`config.mk`:
```
export PLATFORM = sky130hd
export DESIGN_NAME = pcs_tx_code_group
export DESIGN_NICKNAME = d
export VERILOG_FILES = /design/src/verilog/pcs_tx_pkg.sv /design/src/verilog/pcs_tx_code_group.sv /design/src/verilog/ordered_set_fsm.sv /design/src/verilog/running_disparity.sv /design/src/verilog/symbol_encoder.sv
export SDC_FILE = /design/constraint.sdc
export NUM_CORES = 1
export LEC_CHECK = 0
export ABC_CLOCK_PERIOD_IN_PS = 7300
export BUFFER_PORTS_ARGS = -buffer_cell sky130_fd_sc_hd__buf_2
export CAP_MARGIN = 20
export CORE_MARGIN = 2
export CORE_UTILIZATION = 59
export DETAILED_ROUTE_END_ITERATION = 10
export PLACE_DENSITY = 0.78
export SYNTH_ARGS = -nofsm -noshare
export SYNTH_HDL_FRONTEND = slang
export SYNTH_SLANG_ARGS = --single-unit
export TNS_END_PERCENT = 100
```
`constraint.sdc`:
```
create_clock -name clk -period 7.3 [get_ports clk]
set_input_delay 0 -clock clk [delete_from_list [all_inputs] [get_ports clk]]
set_output_delay 0 -clock clk [all_outputs]
set_load 0.01 [all_outputs]
```
`src/verilog/pcs_tx_pkg.sv`:
```
package pcs_tx_pkg;

    typedef logic [7:0] octet_t;

    //////////////////////////////
    // Ordered-set request codes
    //////////////////////////////

    localparam octet_t OSET_IDLE    = 8'hBC;
    localparam octet_t OSET_DATA    = 8'hFF;
    localparam octet_t OSET_START   = 8'hFB;   // /S/
    localparam octet_t OSET_END     = 8'hFD;   // /T/
    localparam octet_t OSET_CARRIER = 8'hF7;   // /R/

    // Octets used inside the idle set
    localparam octet_t OCTET_K28_5 = 8'hBC;
    localparam octet_t OCTET_D5_6  = 8'hC5;
    localparam octet_t OCTET_D16_2 = 8'h50;

    localparam int NUM_DATA_OCTETS = 10;   // D0 to D9

    //////////////////////////////
    // Code-group table
    //////////////////////////////

    localparam logic [9:0] CG_K28_5_RDN = 10'b0011111010;
    localparam logic [9:0] CG_K28_5_RDP = 10'b1100000101;

    localparam logic [9:0] CG_D5_6      = 10'b1010010110;   // Same in both columns

    localparam logic [9:0] CG_D16_2_RDN = 10'b0110110101;
    localparam logic [9:0] CG_D16_2_RDP = 10'b1001000101;

    localparam logic [9:0] CG_S_RDN     = 10'b1101101000;
    localparam logic [9:0] CG_S_RDP     = 10'b0010010111;

    localparam logic [9:0] CG_T_RDN     = 10'b1011101000;
    localparam logic [9:0] CG_T_RDP     = 10'b0100010111;

    localparam logic [9:0] CG_R_RDN     = 10'b1110101000;
    localparam logic [9:0] CG_R_RDP     = 10'b0001010111;

    // Data column for negative running disparity indexed by octet
    localparam logic [9:0] CG_DATA_RDN [NUM_DATA_OCTETS] = '{
        10'b1001110100,   // D0
        10'b0111010100,   // D1
        10'b1011010100,   // D2
        10'b1100011011,   // D3
        10'b1101010100,   // D4
        10'b1010011011,   // D5
        10'b0110011011,   // D6
        10'b1110001011,   // D7
        10'b1110010100,   // D8
        10'b1001011011    // D9
    };

    // Data column for positive running disparity
    localparam logic [9:0] CG_DATA_RDP [NUM_DATA_OCTETS] = '{
        10'b0110001011,   // D0
        10'b1000101011,   // D1
        10'b0100101011,   // D2
        10'b1100010100,   // D3
        10'b0010101011,   // D4
        10'b1010010100,   // D5
        10'b0110010100,   // D6
        10'b0001110100,   // D7
        10'b0001101011,   // D8
        10'b1001010100    // D9
    };

    //////////////////////////////
    // Types
    //////////////////////////////

    // What the encoder is asked to produce
    typedef struct packed {
        octet_t octet;
        logic   is_control;   // K code group when set
    } symbol_t;

    // Sub-blocks in line order with abcdei first
    typedef struct packed {
        logic [5:0] six;
        logic [3:0] four;
    } sub_blocks_t;

    typedef union packed {
        logic [9:0]  raw;
        sub_blocks_t sub_blocks;
    } code_group_u;

    typedef struct packed {
        code_group_u code_group;
        logic        known;   // Symbol was found in the table
    } encode_result_t;

endpackage
```
`src/verilog/pcs_tx_code_group.sv`:
```
`timescale 1ns/1ps

module pcs_tx_code_group (
    input  logic               clk,
    input  logic               reset,
    input  logic               power_on,
    input  pcs_tx_pkg::octet_t tx_o_set,
    input  pcs_tx_pkg::octet_t data_o_set,
    output logic [9:0]         tx_code_group,
    output logic               tx_oset_indicate,
    output logic               tx_even
);
    import pcs_tx_pkg::*;

    symbol_t        symbol;
    encode_result_t result;
    logic           rd;        // 1 is positive
    logic           advance;

    ordered_set_fsm u_fsm (
        .clk              (clk),
        .reset            (reset),
        .power_on         (power_on),
        .tx_o_set         (tx_o_set),
        .data_o_set       (data_o_set),
        .rd               (rd),
        .result           (result),
        .symbol           (symbol),
        .advance          (advance),
        .tx_code_group    (tx_code_group),
        .tx_oset_indicate (tx_oset_indicate),
        .tx_even          (tx_even)
    );

    symbol_encoder u_encoder (
        .symbol (symbol),
        .rd     (rd),
        .result (result)
    );

    // Loads the disparity of the group emitted this cycle
    running_disparity u_rd (
        .clk        (clk),
        .reset      (reset),
        .advance    (advance),
        .code_group (result.code_group),
        .rd         (rd)
    );

endmodule

```
`src/verilog/ordered_set_fsm.sv`:
```
`timescale 1ns/1ps

module ordered_set_fsm (
    input  logic                       clk,
    input  logic                       reset,
    input  logic                       power_on,
    input  pcs_tx_pkg::octet_t         tx_o_set,
    input  pcs_tx_pkg::octet_t         data_o_set,
    input  logic                       rd,
    input  pcs_tx_pkg::encode_result_t result,
    output pcs_tx_pkg::symbol_t        symbol,
    output logic                       advance,
    output logic [9:0]                 tx_code_group,
    output logic                       tx_oset_indicate,
    output logic                       tx_even
);
    import pcs_tx_pkg::*;

    // One-hot state encoding
    localparam logic [4:0] GENERATE   = 5'b00001;
    localparam logic [4:0] IDLE_K     = 5'b00010;
    localparam logic [4:0] IDLE_D     = 5'b00100;
    localparam logic [4:0] DATA_GO    = 5'b01000;
    localparam logic [4:0] SPECIAL_GO = 5'b10000;

    logic [4:0] state;
    logic [4:0] next_state;
    symbol_t    req_symbol;   // Request decoded from the inputs
    symbol_t    sym_q;        // Symbol of the accepted request
    logic       use_d5_6;     // Idle second group, taken from rd at accept
    logic       req_idle;
    logic       req_data;
    logic       req_ok;
    logic       last_cg;

    //////////////////////////////
    // Request decode
    //////////////////////////////

    assign req_idle = (tx_o_set == OSET_IDLE);
    assign req_data = (tx_o_set == OSET_DATA);

    always_comb
    begin
        if (req_idle)
            req_symbol = '{octet: OCTET_K28_5, is_control: 1'b1};
        else if (req_data)
            req_symbol = '{octet: data_o_set, is_control: 1'b0};
        else
            req_symbol = '{octet: tx_o_set, is_control: 1'b1};   // S, T, R or unknown
    end

    // D5.6 and D16.2 are known to the encoder, but only D0 to D9 may be requested
    assign req_ok = result.known &&
                    !(req_data && data_o_set >= octet_t'(NUM_DATA_OCTETS));

    // Symbol shown to the encoder in each state
    always_comb
    begin
        case (state)
            GENERATE: symbol = req_symbol;
            IDLE_D:   symbol = '{octet: use_d5_6 ? OCTET_D5_6 : OCTET_D16_2,
                                 is_control: 1'b0};
            default:  symbol = sym_q;
        endcase
    end

    //////////////////////////////
    // Next state
    //////////////////////////////

    always_comb
    begin
        next_state = state;
        case (state)
            GENERATE:
            begin
                if (power_on && req_ok)
                begin
                    if (req_idle)
                        next_state = IDLE_K;
                    else if (req_data)
                        next_state = DATA_GO;
                    else
                        next_state = SPECIAL_GO;
                end
            end
            IDLE_K:     next_state = IDLE_D;
            IDLE_D:     next_state = GENERATE;
            DATA_GO:    next_state = GENERATE;
            SPECIAL_GO: next_state = GENERATE;
            default:    next_state = GENERATE;   // Recover from an illegal code
        endcase
    end

    // Every state but GENERATE emits one code group
    assign advance = (state == IDLE_K) || (state == IDLE_D) ||
                     (state == DATA_GO) || (state == SPECIAL_GO);

    // Last group of its set
    assign last_cg = advance && (state != IDLE_K);

    //////////////////////////////
    // Registers
    //////////////////////////////

    always_ff @(posedge clk)
    begin
        if (!reset)
        begin
            state            <= GENERATE;
            tx_code_group    <= '0;
            tx_oset_indicate <= 1'b0;
            tx_even          <= 1'b0;
        end
        else
        begin
            state            <= next_state;
            tx_oset_indicate <= last_cg;
            if (advance)
            begin
                tx_code_group <= result.code_group.raw;
                tx_even       <= (state == IDLE_K) ? 1'b1 : !tx_even;   // K28.5 is even
            end
        end
    end

    // Request payload, held while the set is sent
    always_ff @(posedge clk)
    begin
        if (state == GENERATE)
        begin
            sym_q    <= req_symbol;
            use_d5_6 <= rd;   // Positive at the start of the set selects D5.6
        end
    end

endmodule

```
`src/verilog/running_disparity.sv`:
```
`timescale 1ns/1ps

module running_disparity (
    input  logic                    clk,
    input  logic                    reset,
    input  logic                    advance,
    input  pcs_tx_pkg::code_group_u code_group,
    output logic                    rd
);

    logic rd_mid;    // Disparity at the end of the six-bit sub-block
    logic rd_next;

    //////////////////////////////
    // Sub-block rule
    //////////////////////////////

    always_comb
    begin
        // Six-bit sub-block starts from the current disparity
        if ($countones(code_group.sub_blocks.six) > 3 ||
            code_group.sub_blocks.six == 6'b000111)
        begin
            rd_mid = 1'b1;
        end
        else if ($countones(code_group.sub_blocks.six) < 3 ||
                 code_group.sub_blocks.six == 6'b111000)
        begin
            rd_mid = 1'b0;
        end
        else
        begin
            rd_mid = rd;   // Neutral block
        end

        // Four-bit sub-block continues from rd_mid
        if ($countones(code_group.sub_blocks.four) > 2 ||
            code_group.sub_blocks.four == 4'b0011)
        begin
            rd_next = 1'b1;
        end
        else if ($countones(code_group.sub_blocks.four) < 2 ||
                 code_group.sub_blocks.four == 4'b1100)
        begin
            rd_next = 1'b0;
        end
        else
        begin
            rd_next = rd_mid;
        end
    end

    always_ff @(posedge clk)
    begin
        if (!reset)
            rd <= 1'b0;        // Start negative
        else if (advance)
            rd <= rd_next;
    end

endmodule

```
`src/verilog/symbol_encoder.sv`:
```
`timescale 1ns/1ps

module symbol_encoder (
    input  pcs_tx_pkg::symbol_t        symbol,
    input  logic                       rd,
    output pcs_tx_pkg::encode_result_t result
);
    import pcs_tx_pkg::*;

    logic [9:0] cg;
    logic       known;

    //////////////////////////////
    // Table lookup
    //////////////////////////////

    always_comb
    begin
        cg    = '0;
        known = 1'b1;

        if (symbol.is_control)
        begin
            case (symbol.octet)
                OCTET_K28_5:
                begin
                    cg = rd ? CG_K28_5_RDP : CG_K28_5_RDN;
                end
                OSET_START:
                begin
                    cg = rd ? CG_S_RDP : CG_S_RDN;
                end
                OSET_END:
                begin
                    cg = rd ? CG_T_RDP : CG_T_RDN;
                end
                OSET_CARRIER:
                begin
                    cg = rd ? CG_R_RDP : CG_R_RDN;
                end
                default:
                begin
                    known = 1'b0;   // No such K code group here
                end
            endcase
        end
        else if (symbol.octet < octet_t'(NUM_DATA_OCTETS))
        begin
            // Low nibble is enough once the range is known
            if (rd)
            begin
                cg = CG_DATA_RDP[symbol.octet[3:0]];
            end
            else
            begin
                cg = CG_DATA_RDN[symbol.octet[3:0]];
            end
        end
        else if (symbol.octet == OCTET_D5_6)
        begin
            cg = CG_D5_6;   // Balanced, one entry serves both columns
        end
        else if (symbol.octet == OCTET_D16_2)
        begin
            cg = rd ? CG_D16_2_RDP : CG_D16_2_RDN;
        end
        else
        begin
            known = 1'b0;
        end
    end

    assign result.code_group.raw = cg;
    assign result.known          = known;

endmodule

```
==> results of run 1 <==
layout by cell type, fill, tap and decap left out, drive strengths merged, types with 2 or more instances in the layout:
cell type	Yosys	routed
a2111oi	2	2
a211o	2	2
a211oi	6	6
a21bo	2	2
a21oi	21	21
a221oi	3	3
a22oi	3	3
a311oi	3	3
a31o	4	4
a31oi	7	7
a32o	2	2
a32oi	5	5
and2	9	9
and3	2	2
buf	11	33
clkbuf	9	3
dfxtp	18	18
edfxtp	10	10
fa	3	3
ha	20	20
inv	22	22
mux2i	2	2
nand2	20	20
nand2b	4	4
nand3	9	9
nand4	4	4
nor2	25	25
nor3	11	11
nor4	8	8
o2111ai	2	2
o211ai	2	2
o21ai	23	23
o311ai	2	2
o31a	4	4
o31ai	3	3
or2	2	2
or3	9	9
or4	4	4
xor2	3	3
flip-flops by register name, summed over array words and instances (netlist names):
| name | cells |
|---|---|
| u_rd.rd | 1 |
| u_fsm.use_d5_6 | 1 |
| u_fsm.state | 5 |
| u_fsm.tx_oset_indicate | 1 |
| u_fsm.tx_code_group | 10 |
| u_fsm.tx_even | 1 |
| u_fsm.sym_q | 9 |
worst max path at each step:
stage | to | depth (start not counted) | slack, ns
6_report | u_rd.rd | 24 | 1.60
5_1_grt | u_rd.rd | 24 | 1.19
4_1_cts | u_rd.rd | 24 | 1.66
3_5_place_dp | u_rd.rd | 24 | 1.69
3_3_place_gp | u_rd.rd | 24 | 1.85
2_1_floorplan | u_rd.rd | 26 | 2.21
area by class of cell:
type | instances | area (um^2)
Multi-Input combinational cell | 247 | 1894
Clock inverter | 1 | 30.03
Sequential cell | 28 | 660.6
Tap cell | 52 | 65.06
Inverter | 22 | 82.58
Timing Repair Buffer | 33 | 172.7
Fill cell | 386 | 1468
Clock buffer | 3 | 41.29
metal layers:
metal,vias up,wire [um],GRT usage (%)
li1,1246,-,-
met2,82,2844,42.51
met4,0,82,6.709
met5,-,0,0
met1,1188,3041,34.84
met3,9,347,3.333
critical path, delay by kind of cell (launching register included):
| family | cells | cell delay [ns] |
|---|---|---|
| AOI/OAI and AO/OA | 6 | 1.21 |
| DFF | 1 | 0.44 |
| buffers and inverters | 5 | 0.65 |
| adders and majority gates | 5 | 1.56 |
| and+or+nand+nor | 8 | 1.71 |
power by group through the flow:
stage	Sequential (mW)	Combinational, mW	Clock, mW
after floorplan	0.168	0.0365	0
after global placement	0.168	0.0521	0
after detailed placement	0.168	0.0525	0
after CTS	0.165	0.0527	0.126
after global routing	0.165	0.0590	0.131
final	0.165	0.0536	0.125
logic make-up (layout without fill, tap and decap cells):
group	count (synthesis)	count (layout)	synth area share [%]
simple gates	112	112	23.80
compound gates	107	107	32.45
buf+inv	42	59	6.545
flops	28	28	24.16
fa+ha+maj	23	23	11.35
xor+xnor	3	3	0.9613
mux	2	2	0.7323
==> results_tabular.tex, run 1 <==
\begin{tabular}{lr}
\hline
Metric & Value \\
\hline
\multicolumn{2}{l}{\textbf{Status}} \\
Outcome & finished clean \\
\multicolumn{2}{l}{\textbf{Clocking}} \\
Clk Latency, worst-skew pair & 0.28 ns \\
Worst-case clock buffer depth & 2 \\
Number of levels in the clock H-tree & 1 \\
Number of clock sinks seen by CTS & 28 \\
Setup fix buffers added after clock tree synthesis & 0 \\
Hold Buf Count CTS & 0 \\
Clk root buf & clkbuf\_8 \\
Clock tree from TritonCTS & yes \\
Post\_cts resized & 0 \\
Clk pin slew, worst setup/hold paths & $\sim$0.11 ns \\
TritonCTS buffer count & 3 \\
\multicolumn{2}{l}{\textbf{Yosys}} \\
EDFF count, synth & 10 \\
Total nets after synthesis & 359 \\
Post-synthesis instance total & 317 \\
Most common cell in the netlist & nor2\_1 \\
Commonest cells in the synthesized netlist & nor2\_1, inv\_1, ha\_1, nand2\_1, o21ai\_0 \\
Synth cell types & 78 \\
FFs w/ async S/R, synth & 0\% \\
Post-synthesis instance area & 0.002734 mm\^{}2 \\
Most used DFF post-synth & dfxtp\_1 \\
Synth top area cells & dfxtp\_1, edfxtp\_1, ha\_1 \\
Cell type with the highest aggregate area in the netlist & dfxtp\_1 \\
Yosys warning total & 0 \\
\#FFs+latches synth & 28 \\
Sequential cell area fraction in the yosys report & roughly 24\% \\
Syn\_area\_per\_cell & 8.624 um\^{}2 \\
Area share of the leading cell type in the synthesized netlist & 13.18\% \\
\multicolumn{2}{l}{\textbf{Global routing}} \\
All-Layer GR Usage & between 20\% and 30\% \\
Overflow left after global routing & 0 \\
Wire length of the first global-routing pass & 10.74 mm \\
Antenna violations before repair & 0 \\
Largest net degree at the start of global routing & 28 \\
Vias in the first global route & between 2,000 and 2,500 \\
\multicolumn{2}{l}{\textbf{Power}} \\
Internal cell power & 256.5 uW \\
Power share of the combinational group & 15.6\% \\
Worst-case vdd ir drop & 0.08953 mV \\
Switching Fraction & about a quarter \\
Proportion of power drawn by the clock network & 36.4\% \\
Power Total & 343.6 uW \\
PD cells & 116.6 mW/mm\^{}2 \\
Leak pwr & 1.143 nW \\
Sequential power share & between 40\% and 50\% \\
Switch Pwr & 87.07 uW \\
\multicolumn{2}{l}{\textbf{Worst hold path}} \\
Origin of the worst min-delay path & tx\_o\_set[6] \\
Hold-critical path endpoint & u\_fsm.state[1] \\
Path class of the lowest-slack min-delay path & input port to register \\
Hold Path Cell Cnt & 3 \\
\multicolumn{2}{l}{\textbf{Run}} \\
Max-capacitance violation count & 0 \\
\multicolumn{2}{l}{\textbf{Floorplan}} \\
Die X-Extent & a little over 70 um \\
Chip Height & 72.07 um \\
Core Area & 0.004414 mm\^{}2 \\
Number of standard-cell rows in the floorplan & 24 \\
Top-level I/O count & 31 \\
Die area & 0.005194 mm\^{}2 \\
Initial cell density of the core & 61.93\% \\
\multicolumn{2}{l}{\textbf{STA}} \\
Setup TNS & 0 ns \\
Final setup violating endpoints & 0 \\
Slew margin rel. & around 42\% \\
Worst slack on hold paths & about 0.036 ns \\
Total count of max-transition violations in the final report & 0 \\
Final clock period utilization by the worst path & 78.09\% \\
Final critical-path required period & 5.701 ns \\
Worst Max-Slew Pin Slew & between 0.8 and 0.9 ns \\
Setup repair after global routing missed its margin & false \\
Maximum clock skew at final layout & 0.01536 ns \\
Endpoints failing hold & 0 \\
Maximum frequency from static timing analysis & 175.4 MHz \\
Final worst setup slack & 1.599 ns \\
\multicolumn{2}{l}{\textbf{Critical path}} \\
Cell with the largest stage delay on the worst path & nor4\_2 \\
Internal reg-to-reg setup slack & 1.60 ns \\
Category of the worst setup path launch point & register \\
Critical path's most frequent cell & inv\_1 \\
R2r worst-path depth & 24 \\
Endpoint type of the worst setup path & register \\
R2r startpoint & u\_fsm.state[2] \\
Slowest Stage Delay on Critical Path & 0.47 ns \\
Reg-to-Reg End & u\_rd.rd \\
Ordered list of cells on the worst path & nor4\_1 -> nand2\_1 -> inv\_2 -> a21oi\_1 -> nor2\_1 -> ha\_1 -> inv\_1 -> nor4\_2 -> o311ai\_4 -> a21oi\_4 -> a21bo\_2 -> and2\_1 -> ha\_1 -> inv\_1 -> fa\_1 -> inv\_1 -> ha\_1 -> inv\_1 -> fa\_1 -> nor2\_1 -> nand3\_1 -> a32o\_1 -> nor2\_1 -> a32oi\_1 \\
Largest fanout of any net on the critical path & 22 \\
CP arrival & 5.86 ns \\
Crit path launch & u\_fsm.state[2] \\
WP data required & 7.46 ns \\
Crit Path Category & register to register \\
\multicolumn{2}{l}{\textbf{Place}} \\
Area after DPL & between 0.002 and 0.003 mm\^{}2 \\
Pre-CTS WS & 1.688 ns \\
HPWL after detailed placement & 4.738 mm \\
Count of port buffers added during placement & 30 \\
DP Cell Count & 382 \\
Final RePlAce weighted congestion & 0.8923 \\
\multicolumn{2}{l}{\textbf{Detailed routing}} \\
DRC viols & 0 \\
Count of TritonRoute iterations in the first routing pass & 4 \\
Count of antenna-violating nets left after detailed routing & 0 \\
Routed length per placed instance & 16.36 um \\
Post-Route WL & $\sim$6.3 mm \\
Average vias per placed instance & between 6 and 7 \\
Number of vias after detailed routing & 2,525 \\
Initial detailed-routing violation count & 142 \\
\multicolumn{2}{l}{\textbf{Layout}} \\
Fraction of layout instances using a drive strength above 1 & approximately 22\% \\
Diodes inserted & 0 \\
Layout area overhead & 7.780\% \\
Total non-filler cell area in the finished layout & 0.002947 mm\^{}2 \\
Layout Cells excl Fill & 386 \\
Final Net Count & 377 \\
Util after Layout & 66.75\% \\
\hline
\end{tabular}
(Power assumes the default switching activity.)
==> run 2: changes to the inputs <==
ABC_CLOCK_PERIOD_IN_PS = 4620   (was 7300)
CORE_UTILIZATION = 54   (was 59)
PLACE_DENSITY = 0.75   (was 0.78)
clock period = 4.62 ns   (was 7.3 ns; I/O delays follow)
==> run 2 against run 1 <==
  * The run now ends with negative setup slack left
  * First-iteration DRC count up 88%
  * Critical path depth down 1
  * Combinational power grew 140%
  * Sequential power is 58% higher
  * Highest routed layer unchanged
  * Fmax grew 19%
  * Setup slack worse by 1.8 ns
  * Total power up 65%
  * Clock power grew 42%
  * Register-to-register slack got worse by 1.8 ns
  * Utilization is 13 points higher
  * Non-clock buffer count increased by 76
  * Clock-buffer cell count rose by 1
==> results_tabular.tex, run 2 (synthesized netlist as in run 1, its figures left out) <==
\begin{tabular}{lr}
\hline
Metric & Value \\
\hline
\multicolumn{2}{l}{\textbf{Global routing}} \\
Antenna violations before repair & 0 \\
All-Layer GR Usage & 27.16\% \\
Overflow left after global routing & 0 \\
Largest net degree at the start of global routing & 23 \\
Wire length of the first global-routing pass & 11.94 mm \\
Vias in the first global route & 2,585 \\
\multicolumn{2}{l}{\textbf{Layout}} \\
Layout area overhead & 41.24\% \\
Registers with the most flip-flops & u\_fsm.tx\_code\_group x10, u\_fsm.sym\_q x9, u\_fsm.state x5 \\
Number of flip-flops under the largest register name & 10 \\
Leading cell type in the layout, fill and taps excluded & buf\_4 \\
Register containing the most flip-flops in the final layout & u\_fsm.tx\_code\_group \\
Diodes inserted & 0 \\
Layout Cells excl Fill & 477 \\
Fraction of layout instances using a drive strength above 1 & 47.32\% \\
Final Net Count & around 450 \\
Leading cell types in the layout, fill and taps excluded & buf\_4, buf\_2, nor2\_1 \\
\multicolumn{2}{l}{\textbf{Critical path}} \\
Cell with the largest stage delay on the worst path & a2111o\_1 \\
Endpoint type of the worst setup path & register \\
Ordered list of cells on the worst path & nor4\_2 -> nand2\_1 -> inv\_4 -> buf\_4 -> a32oi\_4 -> nand2\_1 -> a2111o\_1 -> buf\_4 -> nor3\_1 -> o31ai\_2 -> and2\_1 -> ha\_1 -> inv\_1 -> fa\_1 -> inv\_1 -> ha\_2 -> inv\_1 -> fa\_2 -> nor2\_2 -> nand3\_1 -> a32o\_2 -> nor2\_1 -> a32oi\_1 \\
Crit Path Category & register to register \\
Critical path's most frequent cell & inv\_1 \\
Number of buffer and inverter stages on the critical path & 6 \\
CP arrival & 4.96 ns \\
R2r startpoint & u\_fsm.state[3] \\
Crit path launch & u\_fsm.state[3] \\
Slowest Stage Delay on Critical Path & 0.55 ns \\
Category of the worst setup path launch point & register \\
WP data required & 4.79 ns \\
Largest fanout of any net on the critical path & 7 \\
Top Family by Delay on Critical Path & compound AO/OA/AOI/OAI gates \\
\multicolumn{2}{l}{\textbf{Detailed routing}} \\
Count of antenna-violating nets left after detailed routing & 0 \\
Number of vias after detailed routing & 2,952 \\
Average vias per placed instance & about 6.2 \\
Post-Route WL & 8.426 mm \\
DRC viols & 0 \\
Routed length per placed instance & 17.66 um \\
Count of TritonRoute iterations in the first routing pass & 5 \\
Initial detailed-routing violation count & 267 \\
\multicolumn{2}{l}{\textbf{STA}} \\
Maximum clock skew at final layout & 0.009660 ns \\
Maximum frequency from static timing analysis & about 210 MHz \\
Setup repair after global routing missed its margin & true \\
Final setup violating endpoints & 1 \\
Endpoints failing hold & 0 \\
Worst Max-Slew Pin Slew & $\sim$0.63 ns \\
Final critical-path required period & between 4 and 5 ns \\
Slew margin rel. & between 50\% and 60\% \\
Final clock period utilization by the worst path & 103.5\% \\
Final worst setup slack & -0.1632 ns \\
Total count of max-transition violations in the final report & 0 \\
Setup TNS & -0.1632 ns \\
\multicolumn{2}{l}{\textbf{Clocking}} \\
Worst-case clock buffer depth & 2 \\
Number of clock sinks seen by CTS & 28 \\
Clk root buf & clkbuf\_8 \\
Number of levels in the clock H-tree & 1 \\
Hold Buf Count CTS & 0 \\
TritonCTS buffer count & 3 \\
Clock tree from TritonCTS & yes \\
Clk pin slew, worst setup/hold paths & 0.11 ns \\
Clk Latency, worst-skew pair & about 0.29 ns \\
\multicolumn{2}{l}{\textbf{Status}} \\
Outcome & finished, violations left \\
Violations in the final reports & negative setup slack \\
\multicolumn{2}{l}{\textbf{Floorplan}} \\
Core Area & 0.004817 mm\^{}2 \\
Number of standard-cell rows in the floorplan & 25 \\
Top-level I/O count & 31 \\
Die area & 0.005648 mm\^{}2 \\
Die X-Extent & approximately 75 um \\
Chip Height & between 70 and 80 um \\
Initial cell density of the core & 56.75\% \\
\multicolumn{2}{l}{\textbf{Power}} \\
Leak pwr & 1.543 nW \\
Power Total & 568.0 uW \\
PD cells & 147.1 mW/mm\^{}2 \\
Worst-case vdd ir drop & between 0.1 and 0.15 mV \\
\multicolumn{2}{l}{\textbf{Place}} \\
HPWL after detailed placement & between 5 and 6 mm \\
Final RePlAce weighted congestion & 0.9791 \\
DP Cell Count & 454 \\
Count of port buffers added during placement & 30 \\
\multicolumn{2}{l}{\textbf{Worst hold path}} \\
Path class of the lowest-slack min-delay path & input port to register \\
Origin of the worst min-delay path & tx\_o\_set[0] \\
\multicolumn{2}{l}{\textbf{Run}} \\
Max-capacitance violation count & 0 \\
\hline
\end{tabular}
==> run 2: final timing paths <==
path	end	slack (ns)	depth (start not counted)
max	u_rd.rd	-0.16	23
max reg2reg	u_rd.rd	-0.16	23
min	u_fsm.state[1]	0.05	3
min reg2reg	u_fsm.tx_code_group[9]	0.47	2
==> run 2: power by group <==
group	switching, mW	leakage [nW]	total (mW)	internal (mW)
clock	0.0837	0.0339	0.178	0.0946
sequential	0.00274	0.251	0.261	0.258
combinational	0.0719	1.26	0.129	0.0568
total	0.158	1.54	0.568	0.410
==> run 2: timing repair <==
item                                    CTS  global route
pin swaps                                 3            24
gates resized for setup                   9            41
hold endpoints to repair                  0             0
endpoints found under the setup margin    1             1
buffers inserted                          2            17
==> run 2: layer usage <==
metal / up-vias / wire (um) / GRT usage (%)
met2: 119 / 4149 / 44.64
li1: 1386 / - / -
met4: 0 / 246 / 8.382
met3: 33 / 439 / 2.811
met1: 1414 / 3589 / 37.73
met5: - / 0 / 0
==> run 2: tightest hold or removal path, stage by stage <==
cell    delay [ns]
buf_2         0.12
or3_1         0.14
nor3_2        0.04
==> run 2: through the flow <==
stage,area [um^2],hold slack (ns),setup WS [ns],util [%]
floorplan,2831,0.1576,0.002302,-
global placement,3405,0.3529,-0.06601,70.68
detailed placement,3405,0.3535,-0.1501,70.68
CTS,3520,0.05554,0.007808,73.06
global route,3861,0.07320,-0.4176,80.16
finish,3861,0.04952,-0.1632,80.16
==> run 2: cell type report <==
| type | instances | area (um^2) |
|---|---|---|
| Multi-Input combinational cell | 247 | 2193 |
| Fill cell | 327 | 955.9 |
| Timing Repair Buffer | 109 | 759.5 |
| Sequential cell | 28 | 668.1 |
| Inverter | 22 | 90.09 |
| Tap cell | 67 | 83.83 |
| Clock buffer | 4 | 66.31 |
